### src/vga_macros.svh
`ifndef VGA_MACROS_SVH
`define VGA_MACROS_SVH

// --------------------
// raster timing
// --------------------

// dclk cycles per line
`define VGA_HPIXELS 800
// lines per frame
`define VGA_VLINES 521
// sync pulse lengths
`define VGA_HPULSE 96
`define VGA_VPULSE 2
// first active cycle, first cycle past the active area
`define VGA_HBP 144
`define VGA_HFP 784
// first active line, first line past the active area
`define VGA_VBP 31
`define VGA_VFP 511

// --------------------
// field geometry
// --------------------

// white bars at both sides
`define VGA_BAR_W 80
`define VGA_ACTIVE_W (`VGA_HFP - `VGA_HBP)

// enemy rows
`define ENEMY_SLOTS 5
`define ENEMY_PITCH 40

// half sizes of the boxes around a sprite centre
`define SPRITE_HALF 10
`define SHOT_HALF_W 5
`define SHOT_HALF_H 10

// --------------------
// title banner, active-area pixels
// --------------------

`define TITLE_X0 220
`define TITLE_Y0 200
`define TITLE_UL_X0 245
`define TITLE_UL_X1 360
`define TITLE_UL_Y0 230
`define TITLE_UL_Y1 235

`endif

### src/vga_pkg.sv
`include "vga_macros.svh"

package vga_pkg;

	// raster counter or active-area position
	typedef logic [9:0] coord_t;

	// 3-3-2 colour, red in the top bits as on the DAC pins
	typedef struct packed {
		logic [2:0] r;
		logic [2:0] g;
		logic [1:0] b;
	} rgb_t;

	// one bit per enemy slot, set once the enemy is hit
	typedef logic [`ENEMY_SLOTS-1:0] enemy_mask_t;

	// --------------------
	// palette
	// --------------------

	localparam rgb_t C_BLACK = '{r: 3'b000, g: 3'b000, b: 2'b00};
	localparam rgb_t C_WHITE = '{r: 3'b111, g: 3'b111, b: 2'b11};
	localparam rgb_t C_RED = '{r: 3'b111, g: 3'b000, b: 2'b00};
	localparam rgb_t C_GREEN = '{r: 3'b000, g: 3'b111, b: 2'b00};
	// boss colour
	localparam rgb_t C_MAGENTA = '{r: 3'b111, g: 3'b000, b: 2'b11};

endpackage

### src/raster_if.sv
interface raster_if;

	// raw counters
	vga_pkg::coord_t hc;
	vga_pkg::coord_t vc;

	// position inside the 640x480 area
	vga_pkg::coord_t ax;
	vga_pkg::coord_t ay;

	// active range flags
	logic active_v;
	logic active_h;

	// sync levels, low during the pulse
	logic hsync_n;
	logic vsync_n;

	// timing generator side
	modport source
	(
		output hc, vc, ax, ay, active_v, active_h, hsync_n, vsync_n
	);

	// layers and output stage
	modport sink
	(
		input hc, vc, ax, ay, active_v, active_h, hsync_n, vsync_n
	);

endinterface

### src/vga_timing.sv
`include "vga_macros.svh"

module vga_timing
(
	input logic dclk,
	input logic clr,
	raster_if.source rst
);

	localparam vga_pkg::coord_t H_LAST = vga_pkg::coord_t'(`VGA_HPIXELS - 1);
	localparam vga_pkg::coord_t V_LAST = vga_pkg::coord_t'(`VGA_VLINES - 1);

	vga_pkg::coord_t hc;
	vga_pkg::coord_t vc;
	logic line_end;

	// last pixel of the line
	assign line_end = (hc == H_LAST);

	// --------------------
	// counters
	// --------------------

	always_ff @(posedge dclk or posedge clr)
	begin
		if (clr)
		begin
			hc <= '0;
			vc <= '0;
		end
		else if (line_end)
		begin
			hc <= '0;
			// frame wrap after line 520
			if (vc == V_LAST)
				vc <= '0;
			else
				vc <= vc + 1'b1;
		end
		else
		begin
			hc <= hc + 1'b1;
		end
	end

	// --------------------
	// decode
	// --------------------

	assign rst.hc = hc;
	assign rst.vc = vc;

	// wraps outside the active area, flags qualify it
	assign rst.ax = hc - vga_pkg::coord_t'(`VGA_HBP);
	assign rst.ay = vc - vga_pkg::coord_t'(`VGA_VBP);

	assign rst.active_h = (hc >= vga_pkg::coord_t'(`VGA_HBP)) &&
		(hc < vga_pkg::coord_t'(`VGA_HFP));
	assign rst.active_v = (vc >= vga_pkg::coord_t'(`VGA_VBP)) &&
		(vc < vga_pkg::coord_t'(`VGA_VFP));

	// pulses at the start of line and frame
	assign rst.hsync_n = (hc >= vga_pkg::coord_t'(`VGA_HPULSE));
	assign rst.vsync_n = (vc >= vga_pkg::coord_t'(`VGA_VPULSE));

	// line counter never runs past 799
	a_hc_range: assert property (@(posedge dclk) disable iff (clr)
		hc < vga_pkg::coord_t'(`VGA_HPIXELS));

	// line number moves only across a line wrap
	a_vc_step: assert property (@(posedge dclk) disable iff (clr)
		$changed(vc) |-> $past(line_end));

endmodule

### src/title_banner.sv
`include "vga_macros.svh"

module title_banner
(
	raster_if.sink rst,
	output logic hit,
	output vga_pkg::rgb_t color
);

	localparam int NBOX = 28;
	// boxes of the two D letters
	localparam logic [NBOX-1:0] BOX_RED = 28'h0060006;

	vga_pkg::coord_t dx;
	vga_pkg::coord_t dy;
	logic [NBOX-1:0] box;

	// inclusive rectangle test
	function automatic logic in_rect(input vga_pkg::coord_t x, input vga_pkg::coord_t y,
		input vga_pkg::coord_t x0, input vga_pkg::coord_t x1,
		input vga_pkg::coord_t y0, input vga_pkg::coord_t y1);
		return (x >= x0) && (x <= x1) && (y >= y0) && (y <= y1);
	endfunction

	// offset from the banner corner, huge when left of or above it
	assign dx = rst.ax - vga_pkg::coord_t'(`TITLE_X0);
	assign dy = rst.ay - vga_pkg::coord_t'(`TITLE_Y0);

	// --------------------
	// letter boxes, in drawing order
	// --------------------

	// underline
	assign box[0] = in_rect(rst.ax, rst.ay, `TITLE_UL_X0, `TITLE_UL_X1,
		`TITLE_UL_Y0, `TITLE_UL_Y1);
	// D, taller than the rest
	assign box[1] = in_rect(dx, dy, 0, 15, 0, 35);
	assign box[2] = in_rect(dx, dy, 15, 20, 5, 30);
	// E
	assign box[3] = in_rect(dx, dy, 25, 30, 0, 25);
	assign box[4] = in_rect(dx, dy, 30, 40, 0, 5);
	assign box[5] = in_rect(dx, dy, 30, 40, 10, 15);
	assign box[6] = in_rect(dx, dy, 30, 40, 20, 25);
	// F
	assign box[7] = in_rect(dx, dy, 45, 50, 0, 25);
	assign box[8] = in_rect(dx, dy, 45, 60, 0, 5);
	assign box[9] = in_rect(dx, dy, 45, 60, 10, 15);
	// E
	assign box[10] = in_rect(dx, dy, 65, 70, 0, 25);
	assign box[11] = in_rect(dx, dy, 70, 80, 0, 5);
	assign box[12] = in_rect(dx, dy, 70, 80, 10, 15);
	assign box[13] = in_rect(dx, dy, 70, 80, 20, 25);
	// N, two posts and a short top link
	assign box[14] = in_rect(dx, dy, 85, 90, 0, 25);
	assign box[15] = in_rect(dx, dy, 90, 95, 0, 5);
	assign box[16] = in_rect(dx, dy, 95, 100, 0, 25);
	// D
	assign box[17] = in_rect(dx, dy, 105, 115, 0, 25);
	assign box[18] = in_rect(dx, dy, 115, 120, 5, 20);
	// E
	assign box[19] = in_rect(dx, dy, 125, 130, 0, 25);
	assign box[20] = in_rect(dx, dy, 130, 140, 0, 5);
	assign box[21] = in_rect(dx, dy, 130, 140, 10, 15);
	assign box[22] = in_rect(dx, dy, 130, 140, 20, 25);
	// R, stem down past the baseline
	assign box[23] = in_rect(dx, dy, 145, 150, 0, 35);
	assign box[24] = in_rect(dx, dy, 150, 155, 0, 5);
	assign box[25] = in_rect(dx, dy, 150, 155, 15, 20);
	assign box[26] = in_rect(dx, dy, 155, 160, 5, 15);
	assign box[27] = in_rect(dx, dy, 155, 160, 20, 35);

	// later box paints over earlier ones
	always_comb
	begin
		hit = 1'b0;
		color = vga_pkg::C_BLACK;
		for (int i = 0; i < NBOX; i++)
		begin
			if (box[i])
			begin
				hit = 1'b1;
				color = BOX_RED[i] ? vga_pkg::C_RED : vga_pkg::C_WHITE;
			end
		end
	end

endmodule

### src/sprite_layer.sv
`include "vga_macros.svh"

module sprite_layer
(
	raster_if.sink rst,
	input vga_pkg::coord_t player_x,
	input vga_pkg::coord_t player_y,
	input vga_pkg::coord_t boss_x,
	input vga_pkg::coord_t boss_y,
	input vga_pkg::coord_t row1_x,
	input vga_pkg::coord_t row1_y,
	input vga_pkg::coord_t row2_x,
	input vga_pkg::coord_t row2_y,
	input vga_pkg::coord_t shot_x,
	input vga_pkg::coord_t shot_y,
	input vga_pkg::enemy_mask_t row1_hit,
	input vga_pkg::enemy_mask_t row2_hit,
	output logic hit,
	output vga_pkg::rgb_t color
);

	localparam vga_pkg::coord_t HALF = vga_pkg::coord_t'(`SPRITE_HALF);
	localparam vga_pkg::coord_t SHOT_W = vga_pkg::coord_t'(`SHOT_HALF_W);
	localparam vga_pkg::coord_t SHOT_H = vga_pkg::coord_t'(`SHOT_HALF_H);

	logic player_box;
	logic boss_box;
	logic shot_box;
	logic [`ENEMY_SLOTS-1:0] row1_box;
	logic [`ENEMY_SLOTS-1:0] row2_box;

	// box around a centre, edges wrap at zero
	function automatic logic in_box(input vga_pkg::coord_t px, input vga_pkg::coord_t py,
		input vga_pkg::coord_t cx, input vga_pkg::coord_t cy,
		input vga_pkg::coord_t hw, input vga_pkg::coord_t hh);
		return (px >= cx - hw) && (px <= cx + hw) && (py >= cy - hh) && (py <= cy + hh);
	endfunction

	// --------------------
	// box tests
	// --------------------

	// 21x21 squares
	assign player_box = in_box(rst.ax, rst.ay, player_x, player_y, HALF, HALF);
	assign boss_box = in_box(rst.ax, rst.ay, boss_x, boss_y, HALF, HALF);

	// shot only while it is at or above the player
	assign shot_box = (shot_y <= player_y) &&
		in_box(rst.ax, rst.ay, shot_x, shot_y, SHOT_W, SHOT_H);

	// enemy slots step right from the row origin
	genvar k;
	generate
		for (k = 0; k < `ENEMY_SLOTS; k++)
		begin : g_slot
			localparam vga_pkg::coord_t OFS = vga_pkg::coord_t'(k * `ENEMY_PITCH);

			// destroyed slots drop out
			assign row1_box[k] = !row1_hit[k] &&
				in_box(rst.ax, rst.ay, row1_x + OFS, row1_y, HALF, HALF);
			assign row2_box[k] = !row2_hit[k] &&
				in_box(rst.ax, rst.ay, row2_x + OFS, row2_y, HALF, HALF);
		end
	endgenerate

	// --------------------
	// priority
	// --------------------

	// player at the bottom, shot on top
	always_comb
	begin
		hit = player_box | boss_box | (|row1_box) | (|row2_box) | shot_box;
		color = vga_pkg::C_BLACK;
		if (player_box)
			color = vga_pkg::C_WHITE;
		if (boss_box)
			color = vga_pkg::C_MAGENTA;
		if (|row1_box)
			color = vga_pkg::C_RED;
		if (|row2_box)
			color = vga_pkg::C_GREEN;
		if (shot_box)
			color = vga_pkg::C_WHITE;
	end

endmodule

### src/pixel_mux.sv
`include "vga_macros.svh"

module pixel_mux
(
	input logic dclk,
	input logic clr,
	input logic play,
	input logic gameover,
	raster_if.sink rst,
	input logic title_hit,
	input logic sprite_hit,
	input vga_pkg::rgb_t title_color,
	input vga_pkg::rgb_t sprite_color,
	output logic [2:0] red,
	output logic [2:0] green,
	output logic [1:0] blue,
	output logic hsync,
	output logic vsync
);

	localparam vga_pkg::coord_t BAR_L = vga_pkg::coord_t'(`VGA_BAR_W);
	localparam vga_pkg::coord_t BAR_R = vga_pkg::coord_t'(`VGA_ACTIVE_W - `VGA_BAR_W);

	vga_pkg::rgb_t pix;
	vga_pkg::rgb_t pix_q;
	logic side_bar;

	// first and last 80 columns
	assign side_bar = (rst.ax < BAR_L) || (rst.ax >= BAR_R);

	// --------------------
	// colour select
	// --------------------

	always_comb
	begin
		pix = vga_pkg::C_BLACK;
		if (rst.active_v && rst.active_h)
		begin
			if (side_bar)
				pix = vga_pkg::C_WHITE;
			else if (!play)
				pix = title_hit ? title_color : vga_pkg::C_BLACK;
			else if (gameover)
				pix = vga_pkg::C_RED;
			else
				pix = sprite_hit ? sprite_color : vga_pkg::C_BLACK;
		end
	end

	// colour and sync leave on the same edge
	always_ff @(posedge dclk or posedge clr)
	begin
		if (clr)
		begin
			pix_q <= vga_pkg::C_BLACK;
			hsync <= 1'b0;
			vsync <= 1'b0;
		end
		else
		begin
			pix_q <= pix;
			hsync <= rst.hsync_n;
			vsync <= rst.vsync_n;
		end
	end

	assign red = pix_q.r;
	assign green = pix_q.g;
	assign blue = pix_q.b;

	// vertical pulse sits in the blanking lines
	a_vsync_black: assert property (@(posedge dclk) disable iff (clr)
		!vsync |-> (pix_q == vga_pkg::C_BLACK));

endmodule

### src/defender_display.sv
module defender_display
(
	input logic dclk,
	input logic clr,
	input logic play,
	input logic gameover,
	input vga_pkg::coord_t player_x,
	input vga_pkg::coord_t player_y,
	input vga_pkg::coord_t boss_x,
	input vga_pkg::coord_t boss_y,
	input vga_pkg::coord_t row1_x,
	input vga_pkg::coord_t row1_y,
	input vga_pkg::coord_t row2_x,
	input vga_pkg::coord_t row2_y,
	input vga_pkg::coord_t shot_x,
	input vga_pkg::coord_t shot_y,
	input vga_pkg::enemy_mask_t collide,
	input vga_pkg::enemy_mask_t collide2,
	output logic hsync,
	output logic vsync,
	output logic [2:0] red,
	output logic [2:0] green,
	output logic [1:0] blue
);

	// layer results into the output stage
	logic title_hit;
	logic sprite_hit;
	vga_pkg::rgb_t title_color;
	vga_pkg::rgb_t sprite_color;

	// raster position shared by all stages
	raster_if rst_bus ();

	vga_timing u_timing
	(
		.dclk (dclk),
		.clr (clr),
		.rst (rst_bus.source)
	);

	// title screen
	title_banner u_title
	(
		.rst (rst_bus.sink),
		.hit (title_hit),
		.color (title_color)
	);

	// play field objects
	sprite_layer u_sprites
	(
		.rst (rst_bus.sink),
		.player_x (player_x),
		.player_y (player_y),
		.boss_x (boss_x),
		.boss_y (boss_y),
		.row1_x (row1_x),
		.row1_y (row1_y),
		.row2_x (row2_x),
		.row2_y (row2_y),
		.shot_x (shot_x),
		.shot_y (shot_y),
		.row1_hit (collide),
		.row2_hit (collide2),
		.hit (sprite_hit),
		.color (sprite_color)
	);

	pixel_mux u_mux
	(
		.dclk (dclk),
		.clr (clr),
		.play (play),
		.gameover (gameover),
		.rst (rst_bus.sink),
		.title_hit (title_hit),
		.sprite_hit (sprite_hit),
		.title_color (title_color),
		.sprite_color (sprite_color),
		.red (red),
		.green (green),
		.blue (blue),
		.hsync (hsync),
		.vsync (vsync)
	);

endmodule

### config.mk
export PLATFORM = sky130hd
export DESIGN_NAME = defender_display
export DESIGN_NICKNAME = d
export VERILOG_FILES = /design/src/vga_pkg.sv /design/src/raster_if.sv /design/src/vga_timing.sv /design/src/title_banner.sv /design/src/sprite_layer.sv /design/src/pixel_mux.sv /design/src/defender_display.sv
export VERILOG_INCLUDE_DIRS = /design/src
export SDC_FILE = /design/constraint.sdc
export NUM_CORES = 1
export LEC_CHECK = 0
export BUFFER_PORTS_ARGS = -buffer_cell sky130_fd_sc_hd__buf_4
export CORE_MARGIN = 1
export CORE_UTILIZATION = 41
export CTS_BUF_LIST = sky130_fd_sc_hd__clkbuf_4
export DETAILED_ROUTE_END_ITERATION = 7
export GPL_TIMING_DRIVEN = 0
export SLEW_MARGIN = 10
export SYNTH_ARGS = -nofsm -noshare
export SYNTH_HDL_FRONTEND = slang
export SYNTH_SLANG_ARGS = --single-unit
### constraint.sdc
create_clock -name dclk -period 4.7 [get_ports dclk]
set_clock_uncertainty 0.05 [all_clocks]
set_input_delay 0.235 -clock dclk [delete_from_list [all_inputs] [get_ports dclk]]
set_output_delay 0.235 -clock dclk [all_outputs]
set_load 0.01 [all_outputs]
==> impl_metrics.yaml, run 1 <==
sta:
  fin_crit_ns: 4.556
  hold_viol: 0
  setup_slack_ns: 0.1438
  max_freq_mhz: 219.5
  setup-violations-final: 0
  setup_tns_ns: 0
  report.final.slew_viol_count: 0
  tightest_slew_ns: 1.124
  slew_headroom_pct: 25.07
  period_share_pct: 96.94
  holdWs_ns: 0.06667
drt:
  vias: 15228
  postRouteAntennaNets: 0
  drt_pass1_iterations: 5
  avgViaCountPerCell: 5.930
  route.detailed.drc: 0
  drt-wirelength-per-cell_um: 18.62
  wl_um: 47820
  drt_iter0_drc: 892
pwr:
  p_total_w: 0.001523
  pwr-share-comb_pct: 78.7
  p_seq_share_pct: 14.1
  swShare_pct: 49.40
  p_int_w: 0.0007707
  p_per_area_nw_per_um2: 90.10
  switchingPower_w: 0.0007524
  ir_worst_vdd_uv: 74.66
  clkPwrFrac_pct: 7.2
  p_leak_nw: 7.279
floorplanning:
  die_y_um: 194.1
  ioPinCount: 124
  start_util_pct: 42.12
  die_w_um: 194.1
  num_rows: 69
  core_um2: 35910
  die_area_um2: 37670
synthesis:
  synth_top_area_share_pct: 30.11
  synth-edff-count: 0
  ys_warn_count: 0
  yosys.cell_types.count: 98
  synth_cells: 1974
  ys_ff_latch: 25
  ys_top_cells_by_area: "ha_1 (30%), xnor2_1 (10%), xor2_1 (6.3%)"
  synth.largest_area_cell: "ha_1"
  synth_nets: 2452
  syn_area_um2: 15130
  syn_avg_cell_area_um2: 7.662
  synth-seq-area-share_pct: 4.136
  async_flop_share_pct: 100.0
  ys.flop_type: "dfrtp_1"
worst_setup_path:
  slowest_delay_ns: 0.53
  cp_slowest_cell: "nor4_1"
  r2r-end: "u_mux.blue[0]$_DFF_PP0_"
  crit_path_max_fanout: 11
  worstPathArrival_ns: 4.73
  crit_chain: "buf_12 > buf_12 > clkinvlp_4 > ha_4 > buf_4 > nor2b_1 > nor3_4 > or2_4 > clkinvlp_4 > buf_4 > ha_1 > o21ai_0 > nor2_1 > nor4_1 > a21oi_1 > nor4_1 > nor2b_1 > o31a_1 > o211ai_1"
  cp_top_family: "simple AND/OR/NAND/NOR gates"
  crit_path_start_kind: "register"
  crit_required_ns: 4.87
  crit_path_end_kind: "register"
  rr_worst_depth: 19
  ff2ff_setup_slack_ns: 0.14
  worstReg2RegStart: "u_timing.rst.hc[4]$_DFF_PP0_"
  critPathKind: "reg -> reg"
  crit_buf_inv: 6
job:
  maxCapViolations: 0
grt:
  gr-usage-met3_pct: 2.557
  grt_use_met1_pct: 32.66
  grt_pass1_wl_um: 75860
  use_met2_pct: 42.41
  grt-ovfl-total: 0
  grt_pass1_vias: 14557
  track_usage_pct: 24.60
  grt_max_degree: 36
  global_route.peak_usage_layer: "met2"
  antenna_found_initial: 6
status:
  status: "completed"
finish:
  synthToLayoutAreaGrowth_pct: 11.76
  layout-drive-gt1-share_pct: 10.28
  nNetsFinal: 2581
clock_network:
  clockBufferDepth: 2
  cts_inserted_buffers: 3
  clk_latency_ns: 0.34
  cts_hold_buf: 0
  root_buffer: "clkbuf_4"
  cts_tree: "yes"
  cts_htree_levels: 1
  clk_pin_slew_ns: 0.16
  cts_sinks: 25
placement:
  gp_congestion: 0.9159
  hpwl_um: 38060
  post-place-ws_ns: -1.980
  port_buffers: 99
hold_path:
  hold_class: "in -> async"
metal layers:
metal	up-vias	wire length, µm
met4	4	911
li1	7598	-
met3	56	2424
met1	7190	22050
met5	-	27
met2	380	22400
power by group through the flow:
stage	sequential [W]	combinational, W	clock [W]
floorplan	0.000219	0.000846	0
global placement	0.000219	0.00114	0
detailed placement	0.000219	0.00118	0
CTS	0.000215	0.00119	0.000116
global route	0.000215	0.00136	0.000124
finish	0.000215	0.00120	0.000109
cells in the final DEF, fill, tap and decap left out, types with 6 or more instances in the layout:
master / n
a2111oi_0: 10
a211oi_1: 34
a21o_1: 34
a21oi_1: 128
a221oi_1: 6
a311oi_1: 9
a31oi_1: 22
and2_1: 9
and3_1: 25
buf_2: 13
buf_4: 125
buf_6: 6
clkbuf_1: 46
clkbuf_2: 6
dfrtp_1: 22
ha_1: 362
inv_1: 95
nand2_1: 120
nand2b_1: 26
nand3_1: 60
nand3b_1: 23
nand4_1: 39
nor2_1: 103
nor2b_1: 29
nor3_1: 60
nor4_1: 20
o2111ai_1: 15
o211ai_1: 19
o21a_1: 13
o21ai_0: 136
o21bai_1: 9
o22ai_1: 12
o31a_1: 7
or4_1: 12
xnor2_1: 172
xnor2_2: 6
xor2_1: 109
worst max path at each step:
| stage | start | end | slack [ns] | cells past startpoint |
|---|---|---|---|---|
| after floorplan | u_timing.rst.hc[4]$_DFF_PP0_ | u_mux.blue[0]$_DFF_PP0_ | 0.03 | 18 |
| after global placement | u_timing.rst.hc[4]$_DFF_PP0_ | u_mux.red[1]$_DFF_PP0_ | -1.95 | 17 |
| after detailed placement | u_timing.rst.hc[4]$_DFF_PP0_ | u_mux.red[1]$_DFF_PP0_ | -1.98 | 17 |
| after CTS | row1_x[6] | u_mux.blue[0]$_DFF_PP0_ | 0.02 | 18 |
| after global routing | u_timing.rst.hc[4]$_DFF_PP0_ | u_mux.red[1]$_DFF_PP0_ | -0.002 | 20 |
| final | u_timing.rst.hc[4]$_DFF_PP0_ | u_mux.blue[0]$_DFF_PP0_ | 0.14 | 19 |
sequential cells by signal, indices dropped and copies added, names as in the netlist:
register	count
u_timing.rst.vc	10
u_timing.rst.hc	10
u_mux.green	1
u_mux.red	1
u_mux.hsync	1
u_mux.blue	1
u_mux.vsync	1
cell families (layout without fill, tap and decap cells):
family	count (synthesis)	in the layout	synth area share, %
AO/OA/AOI/OAI	534	534	23.09
XOR/XNOR	290	290	17.11
AND/OR/NAND/NOR	567	567	19.85
adder cells (fa/ha/maj)	365	365	30.18
flip-flops	25	25	4.136
other	0	5	0
multiplexers	7	7	0.5542
buffers and inverters	186	314	5.087
synth_stat cells, types with 5 or more instances:
cell type  count
ha_1         364
xnor2_1      177
o21ai_0      136
a21oi_1      128
nand2_1      121
xor2_1       109
nor2_1       103
inv_1         98
nand3_1       60
nor3_1        60
clkbuf_1      51
nand4_1       39
a211oi_1      34
a21o_1        34
nor2b_1       29
nand2b_1      27
and3_1        25
dfrtp_1       25
a31oi_1       23
nand3b_1      23
nor4_1        20
o211ai_1      19
o2111ai_1     15
buf_2         13
o21a_1        13
o22ai_1       12
or4_1         12
a2111oi_0     11
a311oi_1       9
and2_1         9
o21bai_1       9
a221oi_1       8
buf_4          8
o31a_1         7
o31ai_1        6
a21boi_0       5
buf_1          5
mux2i_1        5
nor4b_1        5
or3_1          5
metrics by stage:
| stage | instances | instance area [µm²] | util, % |
|---|---|---|---|
| floorplan | 1974 | 15170 | - |
| global placement | 2534 | 16490 | 45.92 |
| detailed placement | 2538 | 16570 | 46.13 |
| CTS | 2555 | 16760 | 46.67 |
| global route | 2567 | 16900 | 47.06 |
| finish | 2568 | 16910 | 47.07 |
layout make-up:
cell class	count	area, µm²
multi-input cells	1763	13880
clock buffers	3	22.52
repair inverters	2	12.51
flip-flops and latches	25	629.4
clock inverters	1	7.507
well taps	461	576.8
plain buffers	82	409.1
diodes	5	12.51
fillers	3679	19010
repair buffers	122	943.4
inverters	104	411.6
what timing repair did:
item	in CTS	in global routing
cloned	2	0
setup endpoints to repair	3	3
pin swaps	4	8
hold endpoints to repair	0	0
gates resized for setup	14	23
setup buffers	11	8
No activity file was read; power rests on OpenSTA's default activity.
==> run 2, diff against run 1 <==
- RECOVER_POWER: default -> 50
==> impl_metrics.yaml, run 2 (synthesized netlist as in run 1, its figures left out) <==
status:
  status: "completed"
drt:
  vias: 15228
  route.met2.wl_um: 22400
  drt_iter0_drc: 892
  met3_length_um: 2375
  avgViaCountPerCell: 5.930
  highest_layer: "met5"
  met1_length_um: 22120
  drt-wirelength-per-cell_um: 18.62
  postRouteAntennaNets: 0
  drt_pass1_iterations: 5
  route.detailed.drc: 0
  wl_um: 47830
worst_setup_path:
  crit_path_max_fanout: 11
  crit_required_ns: 4.87
  critPathKind: "reg -> reg"
  slowest_delay_ns: 0.46
  crit_chain: "buf_12 > buf_12 > clkinvlp_4 > ha_4 > buf_4 > nor2b_1 > nor3_4 > or2_4 > clkinvlp_4 > buf_4 > ha_1 > a21o_1 > a21oi_1 > o211ai_1 > and3_1 > a211oi_1 > o41a_1 > nand3b_1 > o211a_1 > o21a_1"
  crit_path_start_kind: "register"
  r2r-end: "u_mux.red[1]$_DFF_PP0_"
  worstReg2RegStart: "u_timing.rst.hc[4]$_DFF_PP0_"
  worstPathArrival_ns: 4.71
  rr_worst_depth: 20
  cp_slowest_cell: "dfrtp_2"
  crit_path_end_kind: "register"
  crit_path_start: "u_timing.rst.hc[4]$_DFF_PP0_"
  ff2ff_setup_slack_ns: 0.16
hold_path:
  hold_class: "in -> async"
clock_network:
  cts_hold_buf: 0
  cts_tree: "yes"
  root_buffer: "clkbuf_4"
  clockBufferDepth: 2
  clk_pin_slew_ns: 0.16
  clk_latency_ns: 0.34
  cts_inserted_buffers: 3
  cts_sinks: 25
  cts_htree_levels: 1
placement:
  port_buffers: 99
  hpwl_um: 38060
  gp_congestion: 0.9159
  place_inst: 2538
floorplanning:
  num_rows: 69
  ioPinCount: 124
  core_um2: 35910
  start_util_pct: 42.12
  die_y_um: 194.1
  die_area_um2: 37670
  die_w_um: 194.1
finish:
  fillers: 3681
  seq_area_um2: 629.4
  final_cells: 2568
  reg_top3: "u_timing.rst.hc x10, u_timing.rst.vc x10"
  fin_util_pct: 47.03
  layout-drive-gt1-share_pct: 10.09
  layout_common_cells: "ha_1 (362), xnor2_1 (172), o21ai_0 (136)"
  nNetsFinal: 2581
  multiInputGateArea_um2: 13880
  synthToLayoutAreaGrowth_pct: 11.66
  final_common_cell: "ha_1"
sta:
  setup-violations-final: 0
  fin_crit_ns: 4.539
  max_freq_mhz: 220.3
  tightest_slew_ns: 1.125
  holdWs_ns: 0.06719
  report.final.slew_viol_count: 0
  hold_viol: 0
  slew_headroom_pct: 25.01
  setup_tns_ns: 0
  period_share_pct: 96.58
pwr:
  swShare_pct: 49.40
  switchingPower_w: 0.0007524
  p_per_area_nw_per_um2: 90.18
  p_int_w: 0.0007707
  pwr-share-comb_pct: 78.7
  p_leak_nw: 7.261
  ir_worst_vdd_uv: 74.67
  clkPwrFrac_pct: 7.2
  p_seq_share_pct: 14.1
grt:
  antenna_found_initial: 6
  grt-ovfl-total: 0
  grt_max_degree: 36
  track_usage_pct: 24.60
  grt_pass1_vias: 14557
  grt_pass1_wl_um: 75860
job:
  maxCapViolations: 0
run 2: cell types whose count changed in the layout (fill, tap and decap cells not counted):
cell      delta
buf_4        -5
clkbuf_4     +1
clkbuf_1     +4
run 2: worst max path at each step:
| stage | endpoint | slack, ns | cells past startpoint |
|---|---|---|---|
| 6_report | u_mux.red[1]$_DFF_PP0_ | 0.16 | 20 |
| 5_1_grt | u_mux.red[1]$_DFF_PP0_ | -0.002 | 20 |
| 3_3_place_gp | u_mux.red[1]$_DFF_PP0_ | -1.95 | 17 |
| 2_1_floorplan | u_mux.blue[0]$_DFF_PP0_ | 0.03 | 18 |
| 4_1_cts | u_mux.blue[0]$_DFF_PP0_ | 0.02 | 18 |
| 3_5_place_dp | u_mux.red[1]$_DFF_PP0_ | -1.98 | 17 |
run 2: timing repair:
item                       4_1_cts  5_1_grt
resized for setup               14       23
gates cloned                     2        0
buffers inserted                11        8
pin swaps                        4        8
setup endpoints to repair        3        3
run 2: layout make-up:
| type | count | area share (%) |
|---|---|---|
| Antenna cell | 5 | 0.07408 |
| Buffer | 82 | 2.422 |
| Clock buffer | 3 | 0.1333 |
| Clock inverter | 1 | 0.04445 |
| Inverter | 104 | 2.437 |
| Multi-Input combinational cell | 1763 | 82.18 |
| Sequential cell | 25 | 3.726 |
| Tap cell | 461 | 3.415 |
| Timing Repair Buffer | 122 | 5.497 |
| Timing Repair inverter | 2 | 0.07408 |
run 2: layer usage:
layer	vias to the layer above	GRT usage, %
li1	7599	-
met1	7190	32.66
met2	379	42.41
met3	56	2.557
met4	4	5.791
met5	-	0
run 2: power by group through the flow:
stage               combinational (W)  sequential [W]  clock, W
finish                        0.00120        0.000215  0.000109
global route                  0.00136        0.000215  0.000124
CTS                           0.00119        0.000215  0.000116
detailed placement            0.00118        0.000219         0
global placement              0.00114        0.000219         0
floorplan                    0.000846        0.000219         0
run 2: through the flow:
step,worst slack (ns),cell area (µm²),power (W)
2_1_floorplan,0.03168,15170,0.001065
3_3_place_gp,-1.954,16490,0.001358
3_5_place_dp,-1.980,16570,0.001395
4_1_cts,0.01728,16760,0.001518
5_1_grt,-0.001921,16890,0.001697
6_report,0.1606,16890,0.001523
run 2: critical path: cells and delay by family (launching register included):
kind | cells | cell delay, ns
compound gates | 7 | 1.65
fa+ha+maj | 2 | 0.39
buf+inv | 6 | 0.93
flops | 1 | 0.46
simple gates | 5 | 0.94
